===== src/rtl/loadStoreUnit.sv =====
`default_nettype none

module loadStoreUnit (
    input  logic [63:0] addr,
    input  logic [63:0] storeData,
    input  logic [3:0]  storeSize,
    input  logic [3:0]  loadSize,
    input  logic        loadSigned,
    input  logic [63:0] memReadData,
    output logic [63:0] writeData,
    output logic [7:0]  writeMask,
    output logic [63:0] loadData
);
    logic [5:0]  bitOffset;
    logic [7:0]  sizeMask;
    logic [63:0] shifted;

    assign bitOffset = {addr[2:0], 3'b000};

    always_comb begin
        case (storeSize)
            4'd1:    sizeMask = 8'h01;
            4'd2:    sizeMask = 8'h03;
            4'd4:    sizeMask = 8'h0f;
            4'd8:    sizeMask = 8'hff;
            default: sizeMask = 8'h00;
        endcase
    end

    assign writeMask = sizeMask << addr[2:0];
    assign writeData = storeData << bitOffset; // lanes line up with mask
    assign shifted = memReadData >> bitOffset;

    always_comb begin
        case (loadSize)
            4'd1:    loadData = {{56{loadSigned & shifted[7]}}, shifted[7:0]};
            4'd2:    loadData = {{48{loadSigned & shifted[15]}}, shifted[15:0]};
            4'd4:    loadData = {{32{loadSigned & shifted[31]}}, shifted[31:0]};
            default: loadData = shifted;
        endcase
    end

endmodule

`default_nettype wire


===== config.mk =====
export PLATFORM = sky130hd
export DESIGN_NAME = loadStoreUnit
export DESIGN_NICKNAME = d
export VERILOG_FILES = /design/src/rtl/loadStoreUnit.sv
export SDC_FILE = /design/constraint.sdc
export NUM_CORES = 1
export LEC_CHECK = 0
export BUFFER_PORTS_ARGS = -buffer_cell sky130_fd_sc_hd__buf_2
export CELL_PAD_IN_SITES_DETAIL_PLACEMENT = 2
export CELL_PAD_IN_SITES_GLOBAL_PLACEMENT = 2
export CORE_MARGIN = 1
export CORE_UTILIZATION = 21
export DETAILED_ROUTE_END_ITERATION = 8
export PLACE_DENSITY = 0.95
export SLEW_MARGIN = 20
export SYNTH_ARGS = -nofsm -noshare
export SYNTH_HDL_FRONTEND = slang
export SYNTH_SLANG_ARGS = --single-unit

===== constraint.sdc =====
create_clock -name vclk -period 3.1
set_input_delay 0.155 -clock vclk [all_inputs]
set_output_delay 0.155 -clock vclk [all_outputs]
set_load 0.05 [all_outputs]

==> flow_summary_export.csv <==
group,metric,value,unit
status,status,"completed",
critical_path,crit_path_start_kind,"input port",
placed_design,dp_cells,1077,
routing,final_antenna_net_count,0,
routing,met2_length,12500,um
synthesis,synth_top_area_cell,"mux2i_1",
cells_and_area,clkbuf_count,0,
power,p_sw_frac,0.709,
power,power_leakage,0.00289,uW
synthesis,syn_avg_cell_area,6.97,um^2
sta,hold_slack,0.773,ns
hold_path,hp-class,"input port to output port",
grt,grtUsageTotal,0.232,
placed_design,hpwlAfterDp,19400,um
synthesis,ys_top_cells_by_count,"nor2_1, nand2_1, mux2i_1",
synthesis,yosysMostFrequentCell,"nor2_1",
cts,post_cts_buffers,0,
power,p_clk_frac,0,
routing,wire_per_inst,22.6,um
routing,drt_pass1_iterations,4,
critical_path,worst_path_largest_cell_delay,0.48,ns
grt,grt_max_degree,70,
grt,antenna_found_initial,2,
routing,first_iter_violations,199,
synthesis,syn-num-nets,790,
die,core,19000,um^2
die,dieHeight,142,um
routing,wl,24400,um
critical_path,worst_setup_path_end_kind,"output port",
sta,drv_slew,0,
cells_and_area,nNetsFinal,1020,
cells_and_area,numSequentialCells,0,
synthesis,synth_top_area_frac,0.161,
sta,tightestPinTransition,0.930,ns
sta,rsz0062_at_grt,"false",
routing,wl_met1,10100,um
grt,grt_pass1_vias,6242,
sta,tns,0,ns
routing,wl_met3,1200,um
synthesis,ys_seq_area_frac,0,
die,die_w,142,um
synthesis,syn-cell-area,4110,um^2
die,die_area,20100,um^2
cells_and_area,multiInputGateArea,3790,um^2
die,initial_core_util,0.217,
grt,grt_pass1_wl,36700,um
grt,grt-ovfl-total,0,
routing,avgViaCountPerCell,5.49,
sta,period_share,0.878,
power,power.internal,449,uW
sta,maxSlewHeadroom,0.380,
cells_and_area,fin_util,0.303,
routing,vias,5923,
critical_path,worstPathArrival,2.57,ns
synthesis,yosysUniqueCellTypes,52,
placed_design,port_buffers,276,
critical_path,crit_type,"input port to output port",
cells_and_area,fill_cells,2298,
cells_and_area,regArea,0,um^2
power,power,1550,uW
critical_path,required,2.94,ns
sta,max_freq,0.368,GHz
sta,hold_viol_final,0,
routing,top_layer,"met4",
cells_and_area,stdcell_count,1079,
critical_path,crit_path_max_fanout,46,
synthesis,synth_area_leaders,"mux2i_1, mux4_2, mux2_2",
sta,min_period,2.72,ns
power,switchingPower,1100,uW
sta,setup_viol,0,
run,drv_cap,0,
routing,drc_errors,0,
power,worst_ir_drop_vdd,113,uV
die,rows,50,
cells_and_area,synthToLayoutAreaGrowth,40.0,%
cts,hold_buffers,0,
synthesis,netlist_instances,589,
synthesis,ys_warn_count,0,
critical_path,crit_slowest_cell,"mux4_2",
die,pin_count,337,
critical_path,cp_cell_sequence,"buf_6 > mux2_2 > mux4_2 > and3_1 > a41oi_4 > buf_12 > o311ai_1 > buf_2",
cts,cts_resized,0,
power,powerDensity,269,nW/um^2
power,seqPwrFrac,0,
cells_and_area,drive_gt1_frac,0.460,
placed_design,place.gp.congestion,0.831,
power,p_comb_frac,1.000,
-- metal layers --
metal  up-vias  track usage
li1       2693            -
met1      2979        0.285
met2       213        0.425
met3        38       0.0223
met4         0       0.0634
met5         -            0
-- power by group through the flow --
stage                     Clock, uW  Sequential [uW]  Combinational (uW)
after floorplan                   0                0                1080
after global placement            0                0                1500
after detailed placement          0                0                1550
after CTS                         0                0                1550
after global routing              0                0                1630
final                     0.0000866                0                1550
-- layout make-up --
cell class	count	area share
multi-input cells	513	0.660
repair buffers	300	0.280
well taps	260	0.0566
inverters	4	0.00261
diodes	2	0.000871
-- through the flow --
stage,setup slack [ns],instance area [um^2]
2_1_floorplan,0.0878,4110
3_3_place_gp,0.414,5740
3_5_place_dp,0.380,5740
4_1_cts,0.372,5740
5_1_grt,0.309,5740
6_report,0.380,5750
-- worst max-delay path, delay by kind of cell --
kind | cells | cell delay (ns)
muxes | 2 | 0.87
buffers and inverters | 3 | 0.83
AOI/OAI and AO/OA | 2 | 0.44
and+or+nand+nor | 1 | 0.23
-- placed cells by master (no fill, tap or decap), drive strengths merged, types with 3 or more instances in the layout --
cell,n
a22oi,28
and3,9
buf,300
nand3,9
o311ai,10
a21oi,57
inv,4
mux2,30
o32ai,9
nor2b,8
xnor2,4
nand2,69
mux4,24
o22a,10
a31o,7
nor4b,3
o21ai,42
nand2b,3
and2,4
o22ai,9
mux2i,66
o31ai,3
o211ai,14
nor2,72
-- worst paths after layout --
kind / to / cells after the start / startpoint / slack (ns)
min: loadData[58] / 4 / memReadData[58] / 0.77
max: loadData[36] / 8 / addr[0] / 0.38
-- cell families after synthesis --
| group | count (synthesis) | share of synthesized area |
|---|---|---|
| muxes | 120 | 0.376 |
| buffers and inverters | 76 | 0.0838 |
| and+or+nand+nor | 186 | 0.198 |
| AOI/OAI and AO/OA | 203 | 0.334 |
| xor gates and xnor gates | 4 | 0.00853 |
(Power assumes the default switching activity.)
