==> config.mk <==
export PLATFORM = sky130hd
export DESIGN_NAME = regFile
export DESIGN_NICKNAME = d
export VERILOG_FILES = /design/src/rtl/regFile.sv
export SDC_FILE = /design/constraint.sdc
export NUM_CORES = 2
export LEC_CHECK = 0
export BUFFER_PORTS_ARGS = -buffer_cell sky130_fd_sc_hd__buf_2
export CAP_MARGIN = 20
export CORE_MARGIN = 4
export CORE_UTILIZATION = 45
export CTS_CLUSTER_SIZE = 25
export DETAILED_ROUTE_END_ITERATION = 12
export GPL_TIMING_DRIVEN = 0
export SLEW_MARGIN = 20
export SYNTH_ARGS = -nofsm -noshare
export SYNTH_HDL_FRONTEND = slang
export SYNTH_SLANG_ARGS = --single-unit
==> constraint.sdc <==
create_clock -name clk -period 2.7 [get_ports clk]
set_clock_uncertainty 0.1 [all_clocks]
set_input_delay 0.135 -clock clk [delete_from_list [all_inputs] [get_ports clk]]
set_output_delay 0.135 -clock clk [all_outputs]
set_load 0.02 [all_outputs]
==> src/rtl/regFile.sv <==
`default_nettype none

module regFile (
    input  logic        clk,
    input  logic        rst,
    input  logic [4:0]  rs1Addr,
    input  logic [4:0]  rs2Addr,
    input  logic [4:0]  rdAddr,
    input  logic        rdWen,
    input  logic [63:0] rdData,
    output logic [63:0] rs1Data,
    output logic [63:0] rs2Data
);
    logic [63:0] regs [32];

    always_ff @(posedge clk) begin
        if (rst) begin
            for (int i = 0; i < 32; i++) begin
                regs[i] <= 64'd0;
            end
        end else if (rdWen && rdAddr != 5'd0) begin
            regs[rdAddr] <= rdData;
        end
    end

    assign rs1Data = (rs1Addr == 5'd0) ? 64'd0 : regs[rs1Addr];
    assign rs2Data = (rs2Addr == 5'd0) ? 64'd0 : regs[rs2Addr];

endmodule

`default_nettype wire

==> summary.md <==
| Metric | Value |
|---|---|
| Synth Area in XOR/XNOR | 0 |
| Sequential power share | 0.464 |
| Critical path required time | about 2.5 ns |
| TritonCTS Buffers | 222 |
| Failing checks | setup timing |
| Synth Register Bits | roughly 2,000 |
| Area grow syn2layout | 19.0% |
| Fin cells | between 10,000 and 15,000 |
| Leakage | 44.7 nW |
| Min-delay src | rdData[40] |
| Die X | between 400 and 500 um |
| Mapped Cells | about 7,000 |
| Number of distinct library cells after synthesis | 44 |
| Starting Density | 0.454 |
| Design Area, Final | between 0.1 and 0.15 mm2 |
| Most frequent cells in the layout | edfxtp_1 (2,048), and2_1 (1,985), mux4_2 (906) |
| Setup violators final | 345 |
| Drt pass-1 iters | 8 |
| Clock power frac | 0.362 |
| Slew headroom | 0.0796 |
| Max Cap Viol | 0 |
| Worst Max-Slew Pin Slew | ~1.4 ns |
| Largest family of logic cells by synthesized area | multiplexers |
| Total design power | around 80 mW |
| CTS sink cnt | roughly 2,000 |
| Seq/Total Area, Yosys | 0.568 |
| Post-synth top area share | 0.568 |
| Synth Area in Simple Gates | 0.128 |
| Comb pwr share | 0.175 |
| Hold Path Class | in2reg |
| Mapped Area | between 0.1 and 0.15 mm2 |
| FF/Latch Area | ~0.061 mm2 |
| Rows | ~180 |
| Die Y-Extent | around 500 um |
| Sw frac | 0.287 |
| Yosys warnings | 0 |
| Internal power | 57.8 mW |
| CP Class | in2out |
| Vias in the first global route | 74,600 |
| 1st-iter DRT viols | about 15,000 |
| GR Util All Layers | 0.412 |
| CP arrival | approximately 3.0 ns |
| Max FFs per register | ~2,000 |
| Die area | about 0.25 mm2 |
| Psw | about 23 mW |
| Compound-gate portion of the synthesized area | 0.0375 |
| Maximum VDD drop | around 0.7 mV |
| CP Launch Type | input pin |
| Crit path time final | 3.24 ns |
| Vias | roughly 78,000 |
| Synth Area in Adders | 0 |
| Antenna Nets Post-Route | 0 |
| Worst setup margin | -0.538 ns |
| Multi-input gate area | 0.0469 mm2 |
| H-tree depth | 4 |
| Mux contribution to synthesized area | 0.235 |
| Max Slew Vio Count | 0 |
| Final HPWL DP | 367 mm |
| Main area contributors after synthesis | edfxtp_1 (57%), mux4_2 (19%), and2_1 (11%) |
| Largest Register | regs |
| Layout cell share with drive strength beyond 1 | 0.310 |
| Placed cell area | between 0.1 and 0.15 mm2 |
| Min Hold Slack | ~0.05 ns |
| Fillers | a little under 20,000 |
| Worst slack, placed | -1.87 ns |
| Fin crit share | 1.20 |
| Worst-case clock buffer depth | 3 |
| Global-route wire length before repair | about 680 mm |
| Avg Vias per Cell | 7.03 |
| Most common cell after layout, fill and taps aside | edfxtp_1 |
| # placed instances | between 10,000 and 15,000 |
| GPL Wtd Cong | roughly 1 |
| Post-DR wirelength/cell | about 47 um |
| Post-route DRC | 0 |
| Synthesized area per cell | between 15 and 20 um2 |
| Hold-critical path endpoint | regs[2][40] |
| RSZ-0062 raised after global routing | true |
| Core Region | ~0.24 mm2 |
| Final Util | 0.540 |
| Drt total wl | 522 mm |
| Clk slew on worst S/H paths | approximately 0.06 ns |
| Leading area contributor after synthesis | edfxtp_1 |
| Crit end category | output pin |
| Final Hold Viols | 0 |
| Pwr Density | about 630 mW/mm2 |
| Status | complete, but fails checks |
| Critical path fanouts, max | 10 |
| CTS root buf | clkbuf_16 |
| Final nets | 7,847 |
| Ports | 210 |
| Initial antenna violation count | 54 |
| CTS tree | yes |
| Port bufs | slightly above 200 |
| Top flop regs | regs x2048 |
| Max Clk Rate | 309 MHz |
| Pin count of the biggest net entering global routing | 36 |
| Gr ovfl total | 0 |
| TNS Setup | -50.21 ns |
| Hold path depth | 3 |
-- power by group through the flow --
| stage | Clock, mW | Sequential (mW) | Combinational [mW] |
|---|---|---|---|
| after global placement | 0 | 38.2 | 11.1 |
| after detailed placement | 0 | 38.2 | 11.6 |
| after global routing | 30.2 | 37.8 | 14.0 |
| after floorplan | 0 | 37.9 | 6.01 |
| final | 29.3 | 37.6 | 14.2 |
| after CTS | 29.0 | 37.6 | 13.2 |
-- area by class of cell --
| type | count | area share |
|---|---|---|
| flip-flops and latches | 2048 | 0.477 |
| clock buffers | 292 | 0.0455 |
| repair buffers | 428 | 0.0386 |
| plain buffers | 785 | 0.0371 |
| inverters | 2 | 0.0000680 |
| well taps | 3167 | 0.0307 |
| clock inverters | 108 | 0.00586 |
| multi-input cells | 4278 | 0.364 |
| diodes | 41 | 0.000796 |
-- worst max path at each step --
| stage | startpoint | to | slack (ns) | cells after the start |
|---|---|---|---|---|
| after global routing | regs[0][30] | rs2Data[30] | -0.56 | 7 |
| final | rs2Addr[1] | rs2Data[30] | -0.54 | 9 |
| after CTS | regs[4][23] | rs1Data[23] | -0.53 | 8 |
| after floorplan | rs1Addr[0] | rs1Data[42] | 0.18 | 9 |
| after detailed placement | rs1Addr[1] | rs1Data[32] | -1.87 | 8 |
| after global placement | rs1Addr[2] | rs1Data[23] | -3.92 | 7 |
-- what timing repair did --
| item | 4_1_cts | 5_1_grt |
|---|---|---|
| pin swaps | 190 | 71 |
| setup endpoints to repair | 164 | 188 |
| hold buffers | 85 | 0 |
| gates resized for setup | 1102 | 165 |
| setup buffers | 19 | 14 |
| gates cloned | 0 | 0 |
| hold endpoints to repair | 1318 | 0 |
-- routing by layer --
metal	up-vias	part of all wire	global-route usage
met5	-	0.0018	0.0127
met4	20	0.090	0.299
met3	1761	0.17	0.210
met2	7403	0.41	0.563
met1	40400	0.33	0.498
li1	28700	-	-
-- Yosys cell counts --
| cell type | instances |
|---|---|
| nor2b_1 | 15 |
| o22ai_1 | 100 |
| nand3_1 | 22 |
| a32o_1 | 2 |
| buf_2 | 107 |
| a32oi_1 | 30 |
| o221ai_1 | 54 |
| or3b_2 | 1 |
| buf_1 | 47 |
| nor3_1 | 4 |
| nand2b_1 | 7 |
| clkbuf_1 | 575 |
| nor2_1 | 57 |
| edfxtp_1 | 2048 |
| o22a_1 | 6 |
| a221oi_1 | 58 |
| mux2i_1 | 363 |
| o21ai_0 | 10 |
| inv_2 | 1 |
| o211ai_1 | 30 |
| buf_8 | 1 |
| conb_1 | 1 |
| a211oi_1 | 11 |
| o2111ai_1 | 30 |
| a21o_1 | 42 |
| or2_2 | 35 |
| mux4_2 | 906 |
| mux2_2 | 122 |
| nor4_1 | 9 |
| a22o_1 | 30 |
| clkinv_1 | 1 |
| or3_1 | 2 |
| a21oi_1 | 49 |
| and3_1 | 31 |
| and2_1 | 1986 |
| a2111oi_0 | 12 |
| nand2_1 | 108 |
| or3b_1 | 2 |
| nand3b_1 | 5 |
| clkbuf_2 | 1 |
| a22oi_1 | 74 |
| o41ai_1 | 1 |
| buf_4 | 36 |
| buf_6 | 23 |
-- critical path, cell delays in order --
cell       delay (ns)
buf_4            0.26
buf_4            0.33
buf_6            0.30
buf_2            0.28
buf_6            0.22
mux4_2           0.33
a32oi_2          0.38
o2111ai_4        0.41
buf_6            0.26
-- logic make-up (layout without fill, tap and decap cells) --
| kind of cell | count (synthesis) | after routing |
|---|---|---|
| mux | 1391 | 1391 |
| buf+inv | 792 | 1615 |
| compound gates | 539 | 539 |
| flops | 2048 | 2048 |
| other cells | 1 | 105 |
| simple gates | 2284 | 2284 |
Note: power is estimated with default switching activity, not from simulation.
