File: config.mk
export PLATFORM = sky130hd
export DESIGN_NAME = csrFile
export DESIGN_NICKNAME = d
export VERILOG_FILES = /design/src/rtl/corePkg.sv /design/src/rtl/csrFile.sv
export SDC_FILE = /design/constraint.sdc
export NUM_CORES = 1
export LEC_CHECK = 0
export BUFFER_PORTS_ARGS = -buffer_cell sky130_fd_sc_hd__buf_4
export CORE_ASPECT_RATIO = 1.75
export CORE_UTILIZATION = 48
export DETAILED_ROUTE_END_ITERATION = 8
export PLACE_DENSITY_LB_ADDON = 0.15
export SLEW_MARGIN = 20
export SYNTH_ARGS = -nofsm -noshare
export SYNTH_HDL_FRONTEND = slang
export SYNTH_SLANG_ARGS = --single-unit
File: constraint.sdc
create_clock -name clk -period 2.2 [get_ports clk]
set_clock_uncertainty 0.1 [all_clocks]
set_input_delay 0.22 -clock clk [delete_from_list [all_inputs] [get_ports clk]]
set_output_delay 0.22 -clock clk [all_outputs]
set_load 0.01 [all_outputs]
File: src/rtl/corePkg.sv
`default_nettype none

package corePkg;

    typedef enum logic [3:0] {
        ALU_ADD, ALU_SUB, ALU_SLL, ALU_SRL, ALU_SRA, ALU_SLT, ALU_SLTU,
        ALU_XOR, ALU_OR, ALU_AND, ALU_RETURN_A, ALU_RETURN_B, ALU_NONE
    } aluOpT;

    typedef enum logic [2:0] {
        WB_ALU    = 3'b000,
        WB_LOAD   = 3'b001,
        WB_PC4    = 3'b010,
        WB_SEXT32 = 3'b100, // low word of alu result, sign-extended
        WB_CSR    = 3'b101
    } wbSelT;

    typedef enum logic [1:0] {OPA_PC = 2'b00, OPA_RS1 = 2'b01} opASelT;
    typedef enum logic [1:0] {OPB_IMM = 2'b00, OPB_RS2 = 2'b01, OPB_CSR = 2'b11} opBSelT;

    typedef logic [11:0] csrAddrT;

    typedef struct packed {
        logic [6:0] funct7;
        logic [4:0] rs2;
        logic [4:0] rs1;
        logic [2:0] funct3;
        logic [4:0] rd;
        logic [6:0] opcode;
    } instFieldsT;

    typedef struct packed {
        logic [11:0] sysImm; // csr address or ecall/ebreak/mret selector
        logic [19:0] rest;
    } instSysT;

    typedef union packed {
        instFieldsT fields;
        instSysT    sys;
    } instWordT;

    localparam logic [6:0] OP_LUI    = 7'b0110111;
    localparam logic [6:0] OP_AUIPC  = 7'b0010111;
    localparam logic [6:0] OP_JAL    = 7'b1101111;
    localparam logic [6:0] OP_JALR   = 7'b1100111;
    localparam logic [6:0] OP_BRANCH = 7'b1100011;
    localparam logic [6:0] OP_LOAD   = 7'b0000011;
    localparam logic [6:0] OP_STORE  = 7'b0100011;
    localparam logic [6:0] OP_IMM    = 7'b0010011;
    localparam logic [6:0] OP_REG    = 7'b0110011;
    localparam logic [6:0] OP_IMM32  = 7'b0011011;
    localparam logic [6:0] OP_REG32  = 7'b0111011;
    localparam logic [6:0] OP_SYSTEM = 7'b1110011;

    localparam logic [11:0] SYS_ECALL  = 12'h000;
    localparam logic [11:0] SYS_EBREAK = 12'h001;
    localparam logic [11:0] SYS_MRET   = 12'h302;

    localparam csrAddrT CSR_MSTATUS = 12'h300;
    localparam csrAddrT CSR_MTVEC   = 12'h305;
    localparam csrAddrT CSR_MEPC    = 12'h341;
    localparam csrAddrT CSR_MCAUSE  = 12'h342;

endpackage

`default_nettype wire

File: src/rtl/csrFile.sv
`default_nettype none

module csrFile (
    input  logic             clk,
    input  logic             rst,
    input  corePkg::csrAddrT csrAddr,
    input  logic             wen,
    input  logic             setBits,
    input  logic [63:0]      writeData,
    input  logic             trap,
    input  logic [63:0]      trapPc,
    output logic [63:0]      readData,
    output logic [63:0]      mtvec,
    output logic [63:0]      mepc
);
    import corePkg::*;

    logic [63:0] mstatus;
    logic [63:0] mcause;
    logic [63:0] newValue;

    always_comb begin
        case (csrAddr)
            CSR_MSTATUS: readData = mstatus;
            CSR_MTVEC:   readData = mtvec;
            CSR_MEPC:    readData = mepc;
            CSR_MCAUSE:  readData = mcause;
            default:     readData = 64'd0;
        endcase
    end

    assign newValue = setBits ? (readData | writeData) : writeData;

    always_ff @(posedge clk) begin
        if (rst) begin
            mstatus <= 64'd0;
            mtvec <= 64'd0;
            mepc <= 64'd0;
            mcause <= 64'd0;
        end else if (trap) begin
            mepc <= trapPc;
            mcause <= 64'd11; // ecall from M mode
            mstatus[7] <= mstatus[3]; // MPIE <= MIE
            mstatus[3] <= 1'b0;
        end else if (wen) begin
            case (csrAddr)
                CSR_MSTATUS: mstatus <= newValue;
                CSR_MTVEC:   mtvec <= newValue;
                CSR_MEPC:    mepc <= newValue;
                CSR_MCAUSE:  mcause <= newValue;
                default: ;
            endcase
        end
    end

    trapNotWrite: assert property (@(posedge clk) disable iff (rst) !(trap && wen));

endmodule

`default_nettype wire

==> impl_metrics.csv <==
group,metric,value,unit
outcome,status,"complete, no violations",
logic_synthesis,syn_area_per_cell,8.51,sq um
setup_path,crit_required,1.88,ns
setup_path,max_stage_delay,0.38,ns
setup_path,end_kind,"primary output",
sta,post-route-period-util,99.1,%
sta,whs,0.00573,ns
power,power_density,554,nW/um^2
logic_synthesis,synth.distinct_cells,35,
setup_path,worstSetupStartpointType,"flop",
floorplanning,placementRows,79,
final_layout,diodes,0,
cts,cts_sinks,256,
sta,finalCriticalPeriod,2.18,ns
final_layout,syn_to_final_growth,46.1,%
placed_design,io_buffers,336,
setup_path,slowest_stage,"or3b_4",
setup_path,crit_path_frequent_cell,"nor2_1",
grt,grt_pass1_vias,13860,
floorplanning,die_y,219,um
grt,antenna_found_initial,0,
power,leakage,0.00693,uW
cts,cts_root_buf,"clkbuf_16",
final_layout,final_nets,2073,
final_layout,drive_above_1_share,32.4,%
logic_synthesis,synth_edf_count,0,
sta,tns,0,ns
placed_design,dp_hpwl,32100,um
cts,clk_pin_slew,0.07,ns
sta,hold_viol,0,
cts,cts_buffers,25,
flow_run,maxCapViolCount,0,
final_layout,n_fill_cell,2069,
sta,slew_violations,0,
route,drt-initial-drc-count,944,
floorplanning,coreArea,26500,sq um
cts,cts_tree,"done",
cts,clock_latency,0.53,ns
cts,clockBufferDepth,3,
grt,overflow,0,
route,vias,14394,
sta,worstMarginPinSlew,0.941,ns
logic_synthesis,yosys_warnings,0,
final_layout,final_cells,2268,
route,drcViolationCount,0,
setup_path,cp_cell_sequence,"or3b_4 -> a21oi_2 -> nor2_1 -> nor2_1 -> buf_4",
final_layout,postLayoutCoreUtil,71.2,%
floorplanning,die_area,27600,sq um
final_layout,final_cell_mix,"396 x buf_4, 252 x dfxtp_1, 240 x a211oi_1",
floorplanning,fp.dieW,126,um
setup_path,critPathMaxFanout,3,
sta,setup_violations,0,
placed_design,gp_congestion,0.865,
power,ir_worst_vdd,563,uV
logic_synthesis,ys_ff_latch,256,
power,total_power,10500,uW
setup_path,path_class,"flop to primary output",
route,drtAntennaViolNets,0,
logic_synthesis,synth_fp_nets,1662,
route,wire_per_inst,22.2,um
logic_synthesis,synth_ff_type,"dfxtp_1",
grt,grt_max_degree,113,
route,drt-pass1-iter-count,7,
cts,h-tree-depth,1,
setup_path,worst-endpoint-arrival,1.86,ns
placed_design,dp_cells,2090,
logic_synthesis,synth_area,12900,sq um
logic_synthesis,ys_seq_area_share,39.7,%
sta,maxSlewHeadroom,37.0,%
logic_synthesis,synth-async-reset-ratio,0,%
floorplanning,boundaryPins,337,
final_layout,layout_commonest_cell,"buf_4",
worst_hold_path,hold_path_class,"input port to flop",
logic_synthesis,syn_inst,1517,
grt,track_usage,34.5,%
route,viasPerCell,6.35,
sta,fmax,459,MHz
floorplanning,start_util,48.7,%
route,routed_wl,50300,um
grt,grt_pass1_wl,75500,um
kinds of logic after synthesis:
logic type,after synthesis,synth area share [%]
AOI/OAI and AO/OA,690,37.2
buffers and inverters,189,6.13
DFF,256,39.7
and+or+nand+nor,382,17.0
per-stage QoR:
step	instance area, sq um	setup slack, ns
after floorplan	12900	0.0968
after CTS	18400	-0.0730
after global placement	16300	-0.0816
after detailed placement	16300	-0.115
final	18900	0.0199
after global routing	18900	-0.0204
worst max-delay path: cells and delay by family (launching register included):
family,cells,cell delay (ns)
simple gates,3,0.64
flops,1,0.35
compound gates,1,0.17
buf+inv,1,0.16
path summary, 6_finish.rpt:
check                          start  cells after the start  slack (ns)                 endpoint
min reg2reg  mstatus[5]$_SDFFE_PP0P_                      2        0.39  mstatus[5]$_SDFFE_PP0P_
max          mstatus[3]$_SDFFE_PP0P_                      5        0.02              readData[3]
min                        trapPc[0]                      3       0.006     mepc[0]$_SDFFE_PP0P_
max reg2reg     mepc[6]$_SDFFE_PP0P_                      3        0.44  mstatus[6]$_SDFFE_PP0P_
sequential cells by signal, summed over array words and instances, names as in the netlist:
register,cells
mcause,64
mepc,64
mstatus,64
mtvec,64
Yosys cell counts (5+ instances only):
cell type / number / area, sq um
a211oi_1: 240 / 1800
a21oi_1: 183 / 916
a221oi_1: 60 / 526
a22o_1: 117 / 1020
a311oi_1: 20 / 175
a31oi_1: 5 / 31.3
buf_2: 23 / 115
buf_6: 7 / 78.8
clkbuf_1: 146 / 548
dfxtp_1: 256 / 5120
inv_1: 9 / 33.8
nand3_1: 64 / 320
nand3b_1: 14 / 105
nor2_1: 145 / 544
nor2b_1: 67 / 419
o21ai_0: 61 / 305
or3b_2: 64 / 561
final cells by class:
| class | instances | area, sq um | area share, % |
|---|---|---|---|
| Clock inverter | 11 | 138 | 0.729 |
| Sequential cell | 256 | 5130 | 27.2 |
| Timing Repair Buffer | 562 | 5050 | 26.7 |
| Clock buffer | 32 | 682 | 3.61 |
| Tap cell | 324 | 405 | 2.15 |
| Inverter | 9 | 33.8 | 0.179 |
| Multi-Input combinational cell | 1074 | 7440 | 39.4 |
routing by layer:
metal	wire length [um]	GRT usage [%]	share of wire [%]	vias to the layer above
met5	0	0	0	-
met4	2540	18.4	5.0	0
met2	25900	62.2	51	760
li1	-	-	-	6655
met3	3660	5.39	7.3	175
met1	18300	38.7	36	6804
repair_timing:
item                       in CTS  in global routing
setup endpoints to repair      54                 61
buffers inserted                0                 10
resized for setup              11                 85
hold endpoints to repair      233                  0
gates cloned                    2                  2
pin swaps                       1                 21
hold buffers                  122                  0
where the power goes:
group	switching, uW	internal [uW]
sequential	67.8	4700
clock	1870	2540
combinational	670	617
Power figures use the tool's default switching activity.
