--- src/rtl/corePkg.sv ---
`default_nettype none

package corePkg;

    typedef enum logic [3:0] {
        ALU_ADD, ALU_SUB, ALU_SLL, ALU_SRL, ALU_SRA, ALU_SLT, ALU_SLTU,
        ALU_XOR, ALU_OR, ALU_AND, ALU_RETURN_A, ALU_RETURN_B, ALU_NONE
    } aluOpT;

    typedef enum logic [2:0] {
        WB_ALU    = 3'b000,
        WB_LOAD   = 3'b001,
        WB_PC4    = 3'b010,
        WB_SEXT32 = 3'b100, // low word of alu result, sign-extended
        WB_CSR    = 3'b101
    } wbSelT;

    typedef enum logic [1:0] {OPA_PC = 2'b00, OPA_RS1 = 2'b01} opASelT;
    typedef enum logic [1:0] {OPB_IMM = 2'b00, OPB_RS2 = 2'b01, OPB_CSR = 2'b11} opBSelT;

    typedef logic [11:0] csrAddrT;

    typedef struct packed {
        logic [6:0] funct7;
        logic [4:0] rs2;
        logic [4:0] rs1;
        logic [2:0] funct3;
        logic [4:0] rd;
        logic [6:0] opcode;
    } instFieldsT;

    typedef struct packed {
        logic [11:0] sysImm; // csr address or ecall/ebreak/mret selector
        logic [19:0] rest;
    } instSysT;

    typedef union packed {
        instFieldsT fields;
        instSysT    sys;
    } instWordT;

    localparam logic [6:0] OP_LUI    = 7'b0110111;
    localparam logic [6:0] OP_AUIPC  = 7'b0010111;
    localparam logic [6:0] OP_JAL    = 7'b1101111;
    localparam logic [6:0] OP_JALR   = 7'b1100111;
    localparam logic [6:0] OP_BRANCH = 7'b1100011;
    localparam logic [6:0] OP_LOAD   = 7'b0000011;
    localparam logic [6:0] OP_STORE  = 7'b0100011;
    localparam logic [6:0] OP_IMM    = 7'b0010011;
    localparam logic [6:0] OP_REG    = 7'b0110011;
    localparam logic [6:0] OP_IMM32  = 7'b0011011;
    localparam logic [6:0] OP_REG32  = 7'b0111011;
    localparam logic [6:0] OP_SYSTEM = 7'b1110011;

    localparam logic [11:0] SYS_ECALL  = 12'h000;
    localparam logic [11:0] SYS_EBREAK = 12'h001;
    localparam logic [11:0] SYS_MRET   = 12'h302;

    localparam csrAddrT CSR_MSTATUS = 12'h300;
    localparam csrAddrT CSR_MTVEC   = 12'h305;
    localparam csrAddrT CSR_MEPC    = 12'h341;
    localparam csrAddrT CSR_MCAUSE  = 12'h342;

endpackage

`default_nettype wire

--- src/rtl/immGen.sv ---
`default_nettype none

module immGen (
    input  corePkg::instWordT inst,
    output logic [63:0]       imm
);
    import corePkg::*;

    instFieldsT f;
    logic       sign;

    assign f = inst.fields;
    assign sign = f.funct7[6]; // inst[31] in every format

    always_comb begin
        case (f.opcode)
            OP_STORE: begin
                imm = {{52{sign}}, f.funct7, f.rd};
            end
            OP_BRANCH: begin
                imm = {{51{sign}}, sign, f.rd[0], f.funct7[5:0], f.rd[4:1], 1'b0};
            end
            OP_LUI, OP_AUIPC: begin
                imm = {{32{sign}}, f.funct7, f.rs2, f.rs1, f.funct3, 12'd0};
            end
            OP_JAL: begin
                imm = {{43{sign}}, sign, f.rs1, f.funct3, f.rs2[0], f.funct7[5:0],
                       f.rs2[4:1], 1'b0};
            end
            default: begin
                imm = {{52{sign}}, f.funct7, f.rs2}; // I format
            end
        endcase
    end

endmodule

`default_nettype wire

--- config.mk ---
export PLATFORM = sky130hd
export DESIGN_NAME = immGen
export DESIGN_NICKNAME = d
export VERILOG_FILES = /design/src/rtl/corePkg.sv /design/src/rtl/immGen.sv
export SDC_FILE = /design/constraint.sdc
export NUM_CORES = 1
export LEC_CHECK = 0
export BUFFER_PORTS_ARGS = -buffer_cell sky130_fd_sc_hd__buf_2
export CAP_MARGIN = 10
export CORE_ASPECT_RATIO = 1.1
export CORE_MARGIN = 8
export CORE_UTILIZATION = 33
export DETAILED_ROUTE_END_ITERATION = 16
export GPL_TIMING_DRIVEN = 1
export PLACE_DENSITY = 0.95
export SYNTH_ARGS = -nofsm -noshare
export SYNTH_HDL_FRONTEND = slang
export SYNTH_SLANG_ARGS = --single-unit
--- constraint.sdc ---
create_clock -name vclk -period 4.74
set_input_delay 0.948 -clock vclk [all_inputs]
set_output_delay 0.948 -clock vclk [all_outputs]
set_load 0.005 [all_outputs]
==> results of run 1 <==
-- layer usage --
layer  wire, um  global-route usage, %  up-vias
met4          0                      0        0
met3        579                   10.9        0
met5          0                      0        -
li1           -                      -      374
met1        766                   8.23      309
met2        982                   19.9       73
-- through the flow --
stage | hold WS, ns | setup WS [ns] | instances | utilization [%] | power, W
floorplan | 1.98 | 1.90 | 82 | - | 0.0000463
global placement | 2.16 | 1.47 | 160 | 47.6 | 0.0000736
detailed placement | 2.17 | 1.45 | 160 | 47.6 | 0.0000751
CTS | 2.17 | 1.44 | 160 | 47.6 | 0.0000753
global route | 2.18 | 1.38 | 160 | 47.6 | 0.0000824
finish | 2.17 | 1.45 | 160 | 47.6 | 0.0000743
-- worst paths after layout --
path     start       to  cells past startpoint  slack [ns]
max    inst[6]  imm[11]                      6        1.45
min   inst[19]  imm[19]                      3        2.17
-- power breakdown --
part           switching, W  total [W]  internal, W
Sequential                0          0            0
Combinational     0.0000349  0.0000743    0.0000394
Clock                     0          0            0
Total             0.0000349  0.0000743    0.0000394
-- worst max-delay path, cell delays in order --
cell	delay, ns
buf_2	0.12
or3b_4	0.43
a21oi_4	0.30
a211oi_1	0.09
a311o_1	0.33
buf_2	0.13
-- synthesized netlist by cell type --
cell	count	area share, %
buf_4	34	40
a21o_1	19	23
nor2b_1	5	4.9
a22o_1	4	5.5
buf_6	2	3.6
inv_1	2	1.2
nand4b_1	2	2.8
nor2_2	2	2.0
a211oi_1	1	1.2
a21oi_4	1	2.6
a311o_1	1	1.6
and2b_1	1	1.2
nand3_1	1	0.79
nand3b_1	1	1.2
nor2_1	1	0.59
nor2_4	1	1.8
nor3_1	1	0.79
nor3_4	1	2.6
o31ai_1	1	1.2
or3b_4	1	1.8
-- cell type report --
| class | count | area [um2] |
|---|---|---|
| Inverter | 2 | 7.51 |
| Fill cell | 183 | 943 |
| Multi-Input combinational cell | 44 | 348 |
| Tap cell | 18 | 22.5 |
| Timing Repair Buffer | 96 | 480 |
-- cells by family after synthesis --
kind of cell,after synthesis
and+or+nand+nor,17
buffers and inverters,38
AOI/OAI and AO/OA,27
==> results.md, run 1 <==
- Most common cell after layout, fill and taps aside: buf_2
- Max_slew headroom: 73.8%
- VDD IR max: 0.0000434 V
- Max Slew Vio Count: 0
- First-pass DRT Iterations: 4
- Die area: 0.00358 mm2
- Global-route wire length before repair: 3180 um
- DR vias: between 700 and 800
- Placed Area: 858 um2
- Worst Max-Slew Pin Slew: 0.393 ns
- GRT Residual Overflow: 0
- Synthesized net count: 114
- Core region area: ~0.0018 mm2
- Post-synthesis sequential area ratio: 0%
- CP required: approximately 3.8 ns
- Nets: roughly 180
- ANT cells: 0
- Vias/cell: 4.73
- Syn Inst Count: roughly 80
- Maxcap violations: 0
- WL final: approximately 2300 um
- Clock buffers: 0
- Worst Setup Path Type: in2out
- Final period util: 69.5%
- Drt drc: 0
- Critical Path AT: 2.35 ns
- Max FO, Critical Path: 11
- Routed wire per std cell: roughly 15 um
- Lkg Pwr: 0.592 nW
- Vias in the first global route: around 780
- Post-Synth Simple-Gate Area: 20.4%
- Final Cell Area: between 800 and 900 um2
- Commonest non-fill, non-tap cells in the layout: 96 x buf_2, 19 x a21o_1, 5 x nor2b_1, 4 x a22o_1
- Post-Syn Area: about 630 um2
- Final Hold Viols: 0
- Total GRT Usage: 10.7%
- DRT antenna net count: 0
- FF+latch area: 0 um2
- Share of post-route cells with drive strength above 1: about 70%
- Seq_cells: 0
- Die height: 61.9 um
- Synth-to-Final Area Change: 35.6%
- DP HPWL: 2110 um
- Mean Syn Cell Area: a little under 8 um2
- Crit path time final: 3.29 ns
- Boundary Pins: between 90 and 100
- Initial antenna violation count: 0
- Hold Buf Count CTS: 0
- Synthesis warning total: 0
- I/O Buffers: 96
- Initial core utilization: 35.1%
- Adder-Cell Fraction of Synth Area: 0%
- Synth Area in Compound Gates: 34.6%
- RSZ-0062 raised after global routing: false
- Multiplexer share of the synthesized area: 0%
- # rows: 16
- TNS Setup: 0 ns
- # setup viols final: 0
- Synth Area in XOR/XNOR: 0%
- DR iter-0 viols: 4
- Pwr dens: 86.6 mW/mm2
- Largest net degree at the start of global routing: 35
- Routability Congestion: between 0.6 and 0.7
- Post-CTS setup buffers: 0
- Die width: 57.8 um
- Status: complete, no violations
- Startpoint Class: input pin
- Peak Freq: just over 300 MHz
- CP Capture Type: output port
- # resized after CTS: 0
- Main combinational cell family by area after synthesis: buffers and inverters
- Yosys cell types: 20
- Worst Hold Class: in2out
Power figures use the tool's default switching activity.
==> inputs of run 2 (changes only) <==
CORE_UTILIZATION = 28   (was 33)
PLACE_DENSITY = 0.9   (was 0.95)
clock period = 2.8 ns   (was 4.74 ns; I/O delays follow)
==> run 2 against run 1 <==
Compared with the run above: via count is 1.2% higher; non-clock buffer count is 4 higher; critical path depth stayed put; largest cell class unchanged; sequential cell count stayed put; die area is 13% higher; routed wire length is 1.6% lower; final area is 5.2% higher; sequential share of layout area stayed put; combinational power is 70% higher; hold slack worse by 0.78 ns.
==> results.md, run 2 (synthesized netlist as in run 1, its figures left out) <==
- Worst Hold Class: in2out
- Fin cells: ~180
- Filler instances: 234
- Met1 WL: 822 um
- Worst path buffer plus inverter count: 3
- Clock buffers: 0
- Psw: between 0.00005 and 0.00006 W
- Internal power: 0.0000683 W
- Maxcap violations: 0
- Cell Count Post-Placement: 176
- First-pass DRT Iterations: 2
- DR iter-0 viols: 9
- Routability Congestion: 0.716
- Startpoint Class: input pin
- Crit path time final: 2.39 ns
- DRT antenna net count: 0
- Critical Path AT: 1.83 ns
- Final Cell Area: about 900 um2
- Max_slew headroom: 72.8%
- CP dominant cell by count: buf_2
- Worst path top cell family by delay: simple AND/OR/NAND/NOR gates
- Global-route wire length before repair: around 3300 um
- Vias in the first global route: 779
- Die height: between 60 and 70 um
- Met3 wire length: 558 um
- Die area: between 0.004 and 0.005 mm2
- GRT Residual Overflow: 0
- Critical Path Sink: imm[9]
- Worst Max-Slew Pin Slew: ~0.4 ns
- Final Hold Viols: 0
- Largest net degree at the start of global routing: 34
- Initial core utilization: 29.0%
- Slowest stage cell on the critical path: or3b_4
- Pwr dens: 140 mW/mm2
- ANT cells: 0
- Lkg Pwr: 0.613 nW
- Sequential power share: 0%
- Nets: between 150 and 200
- Logic pwr share: 100.0%
- Final design utilization: 41.4%
- Worst Setup Path Type: in2out
- Met2 WL: 908 um
- Total GRT Usage: 9.84%
- TNS Setup: 0 ns
- Boundary Pins: between 90 and 100
- Final period util: 85.5%
- I/O Buffers: between 90 and 100
- RSZ-0062 raised after global routing: false
- Initial antenna violation count: 0
- Most common cell after layout, fill and taps aside: buf_2
- Routed wire per std cell: 13.0 um
- Critical path origin: inst[6]
- FF+latch area: 0 um2
- Status: complete, no violations
- # rows: 18
- Vias/cell: 4.35
- Die width: 61.3 um
- Slowest stage delay, CP: 0.43 ns
- Seq_cells: 0
- DR vias: 765
- CP required: 2.24 ns
- Max Slew Vio Count: 0
- Core region area: 0.00218 mm2
- Clk pwr share: 0%
- VDD IR max: 0.0000520 V
- WHS: 1.39 ns
- Crit-path cells: buf_2 > or3b_4 > nor2_4 > buf_4 > and2b_1 > buf_2
- Hold Buf Count CTS: 0
- Commonest non-fill, non-tap cells in the layout: 96 x buf_2, 19 x a21o_1, 5 x nor2b_1, 4 x a22o_1, 4 x buf_4
- Sw Share: 45.9%
- # resized after CTS: 0
- # setup viols final: 0
- Synth-to-Final Area Change: 42.7%
- CP Capture Type: output port
- Drt drc: 0
- Max FO, Critical Path: 12
- Top sig layer: met3
- WL final: between 2000 and 2500 um
- Share of post-route cells with drive strength above 1: 72.6%
- Placed Area: 903 um2
- Peak Freq: roughly 420 MHz
- Post-CTS setup buffers: 0
- Total stage count of the critical path: 6
- DP HPWL: 2110 um
-- run 2: cell count changes in the layout (fill, tap and decap cells not counted), sizes merged --
| cell | before | now |
|---|---|---|
| buf | 96 | 100 |
-- run 2: cell type report --
type / instances / area (um2) / area share, %
inverters: 2 / 7.51 / 0.831
multi-input cells: 44 / 348 / 38.5
well taps: 30 / 37.5 / 4.16
repair buffers: 100 / 510 / 56.5
-- run 2: per-stage QoR --
stage | power [W] | setup slack (ns)
global route | 0.000141 | 0.309
detailed placement | 0.000129 | 0.394
global placement | 0.000127 | 0.400
floorplan | 0.0000783 | 0.733
CTS | 0.000129 | 0.395
finish | 0.000126 | 0.407
-- run 2: power by group through the flow --
stage / sequential [W] / combinational (W) / clock (W)
2_1_floorplan: 0 / 0.0000783 / 0
3_3_place_gp: 0 / 0.000127 / 0
3_5_place_dp: 0 / 0.000129 / 0
4_1_cts: 0 / 0.000129 / 0
5_1_grt: 0 / 0.000141 / 0
6_report: 0 / 0.000126 / 0
-- run 2: layer usage --
| layer | up-vias | GRT usage, % |
|---|---|---|
| met5 | - | 0 |
| met4 | 0 | 0 |
| met3 | 0 | 5.25 |
| met2 | 71 | 17.0 |
| met1 | 312 | 11.0 |
| li1 | 382 | - |
-- run 2: how the worst min path moves through the flow --
stage	from	cells after the start	end	slack (ns)
after floorplan	inst[31]	1	imm[31]	1.20
after global placement	inst[16]	3	imm[16]	1.39
after detailed placement	inst[13]	3	imm[13]	1.39
after CTS	inst[13]	3	imm[13]	1.39
after global routing	inst[19]	3	imm[19]	1.40
final	inst[13]	3	imm[13]	1.39
==> inputs of run 3 (changes only) <==
GPL_TIMING_DRIVEN = 0   (was 1)
clock period = 2.2 ns   (was 2.8 ns; I/O delays follow)
==> run 3 against run 2 <==
Compared with the run above: die area did not move; power is 64% higher; non-clock buffer count grew 37; count of clock-buffer cells in the layout unchanged; final cell count increased by 21%; hold slack got worse by 0.24 ns; setup slack worse by 0.35 ns; global-route usage up 1.0 points; routed wire length up 16%; critical path depth increased by 1; final area grew 32%; sequential cell count unchanged; critical endpoint is now imm[28].
==> results.md, run 3 (synthesized netlist as in run 1, its figures left out) <==
- Sequential power share: 0%
- DR vias: roughly 900
- Initial antenna violation count: 0
- Synth-to-Final Area Change: 87.7%
- Routed wire per std cell: 12.5 um
- Pre-CTS WS: a little under 0.04 ns
- DP HPWL: 2340 um
- Final period util: between 90% and 100%
- CP Capture Type: output port
- Hold Buf Count CTS: 0
- Vias/cell: 4.22
- I/O Buffers: 96
- DRT antenna net count: 0
- Startpoint Class: input pin
- Largest net degree at the start of global routing: 35
- Die width: 61.3 um
- Status: complete, no violations
- DR iter-0 viols: 7
- Vias in the first global route: approximately 840
- Worst Hold Class: in2out
- Total GRT Usage: 10.9%
- Max_slew headroom: 67.0%
- Grt met1 use: 10.4%
- Final Hold Viols: 0
- Crit path time final: 2.14 ns
- Drt drc: 0
- Max Slew Vio Count: 0
- Routability Congestion: slightly below 0.8
- Boundary Pins: 96
- Sw Share: 39.9%
- ANT cells: 0
- VDD IR max: 0.0000907 V
- Lkg Pwr: 0.796 nW
- Die height: 65.9 um
- CP required: 1.76 ns
- Clock buffers: 0
- Post-CTS setup buffers: 0
- Critical Path AT: 1.70 ns
- Logic pwr share: between 90% and 100%
- Final design utilization: a little over half
- Worst Max-Slew Pin Slew: 0.494 ns
- Most common cell after layout, fill and taps aside: buf_2
- Internal power: 0.000125 W
- # resized after CTS: 0
- GRT Residual Overflow: 0
- Placed Area: roughly 0.0012 mm2
- Worst Setup Path Type: in2out
- Final Total Pwr: 0.000208 W
- Core region area: 0.00218 mm2
- WL final: roughly 2700 um
- Seq_cells: 0
- Top Usage Layer GRT: met2
- Peak Freq: 468 MHz
- # rows: 18
- Max FO, Critical Path: 10
- Grt met2 use: around a fifth
- FF+latch area: 0 um2
- First-pass DRT Iterations: 4
- Nets: 217
- Maxcap violations: 0
- Multi-input logic area: 348 um2
- Pwr dens: 175 mW/mm2
- Psw: 0.0000828 W
- Filler instances: 213
- Final Cell Area: 0.00119 mm2
- Share of post-route cells with drive strength above 1: 78.1%
- WHS: 1.14 ns
- Final worst setup slack: around 0.06 ns
- GR met3 Demand/Resource: 7.59%
- RSZ-0062 raised after global routing: true
- Commonest non-fill, non-tap cells in the layout: 96 x buf_2, 39 x buf_4, 19 x a21o_1, 5 x nor2b_1, 4 x a22o_1
- Global-route wire length before repair: 3610 um
- Initial core utilization: roughly 29%
- Die area: just over 0.004 mm2
- # setup viols final: 0
- Clk pwr share: 0%
==> run 3: area by class of cell <==
type / count / share of cell area [%]
multi-input cells: 44 / 29.3
inverters: 2 / 0.632
repair buffers: 101 / 43.6
plain buffers: 36 / 23.4
well taps: 30 / 3.16
==> run 3: worst max-delay path: stages <==
cell,delay [ns]
buf_2,0.13
or3b_4,0.43
nor2_4,0.22
nor2_2,0.07
buf_6,0.14
a21o_1,0.15
buf_2,0.12
==> run 3: routing by layer <==
metal | routed length (um) | vias to the layer above | part of all wire [%]
li1 | - | 456 | -
met1 | 914 | 372 | 34
met2 | 1130 | 71 | 43
met3 | 612 | 0 | 23
met4 | 0 | 0 | 0
met5 | 0 | - | 0
==> run 3: path summary, 6_finish.rpt <==
kind	from	to	slack (ns)	depth (start not counted)
setup / recovery	inst[6]	imm[28]	0.06	7
hold / removal	inst[16]	imm[16]	1.14	3
==> run 3: stage by stage <==
stage	cells	setup TNS [ns]
final	213	0
after global placement	208	0
after global routing	213	-0.0233
after detailed placement	208	0
after CTS	208	0
after floorplan	82	0
==> run 3: power by group through the flow <==
| stage | clock (W) | sequential [W] | combinational, W |
|---|---|---|---|
| final | 0 | 0 | 0.000208 |
| after global routing | 0 | 0 | 0.000229 |
| after CTS | 0 | 0 | 0.000211 |
| after detailed placement | 0 | 0 | 0.000210 |
| after global placement | 0 | 0 | 0.000207 |
| after floorplan | 0 | 0 | 0.0000997 |
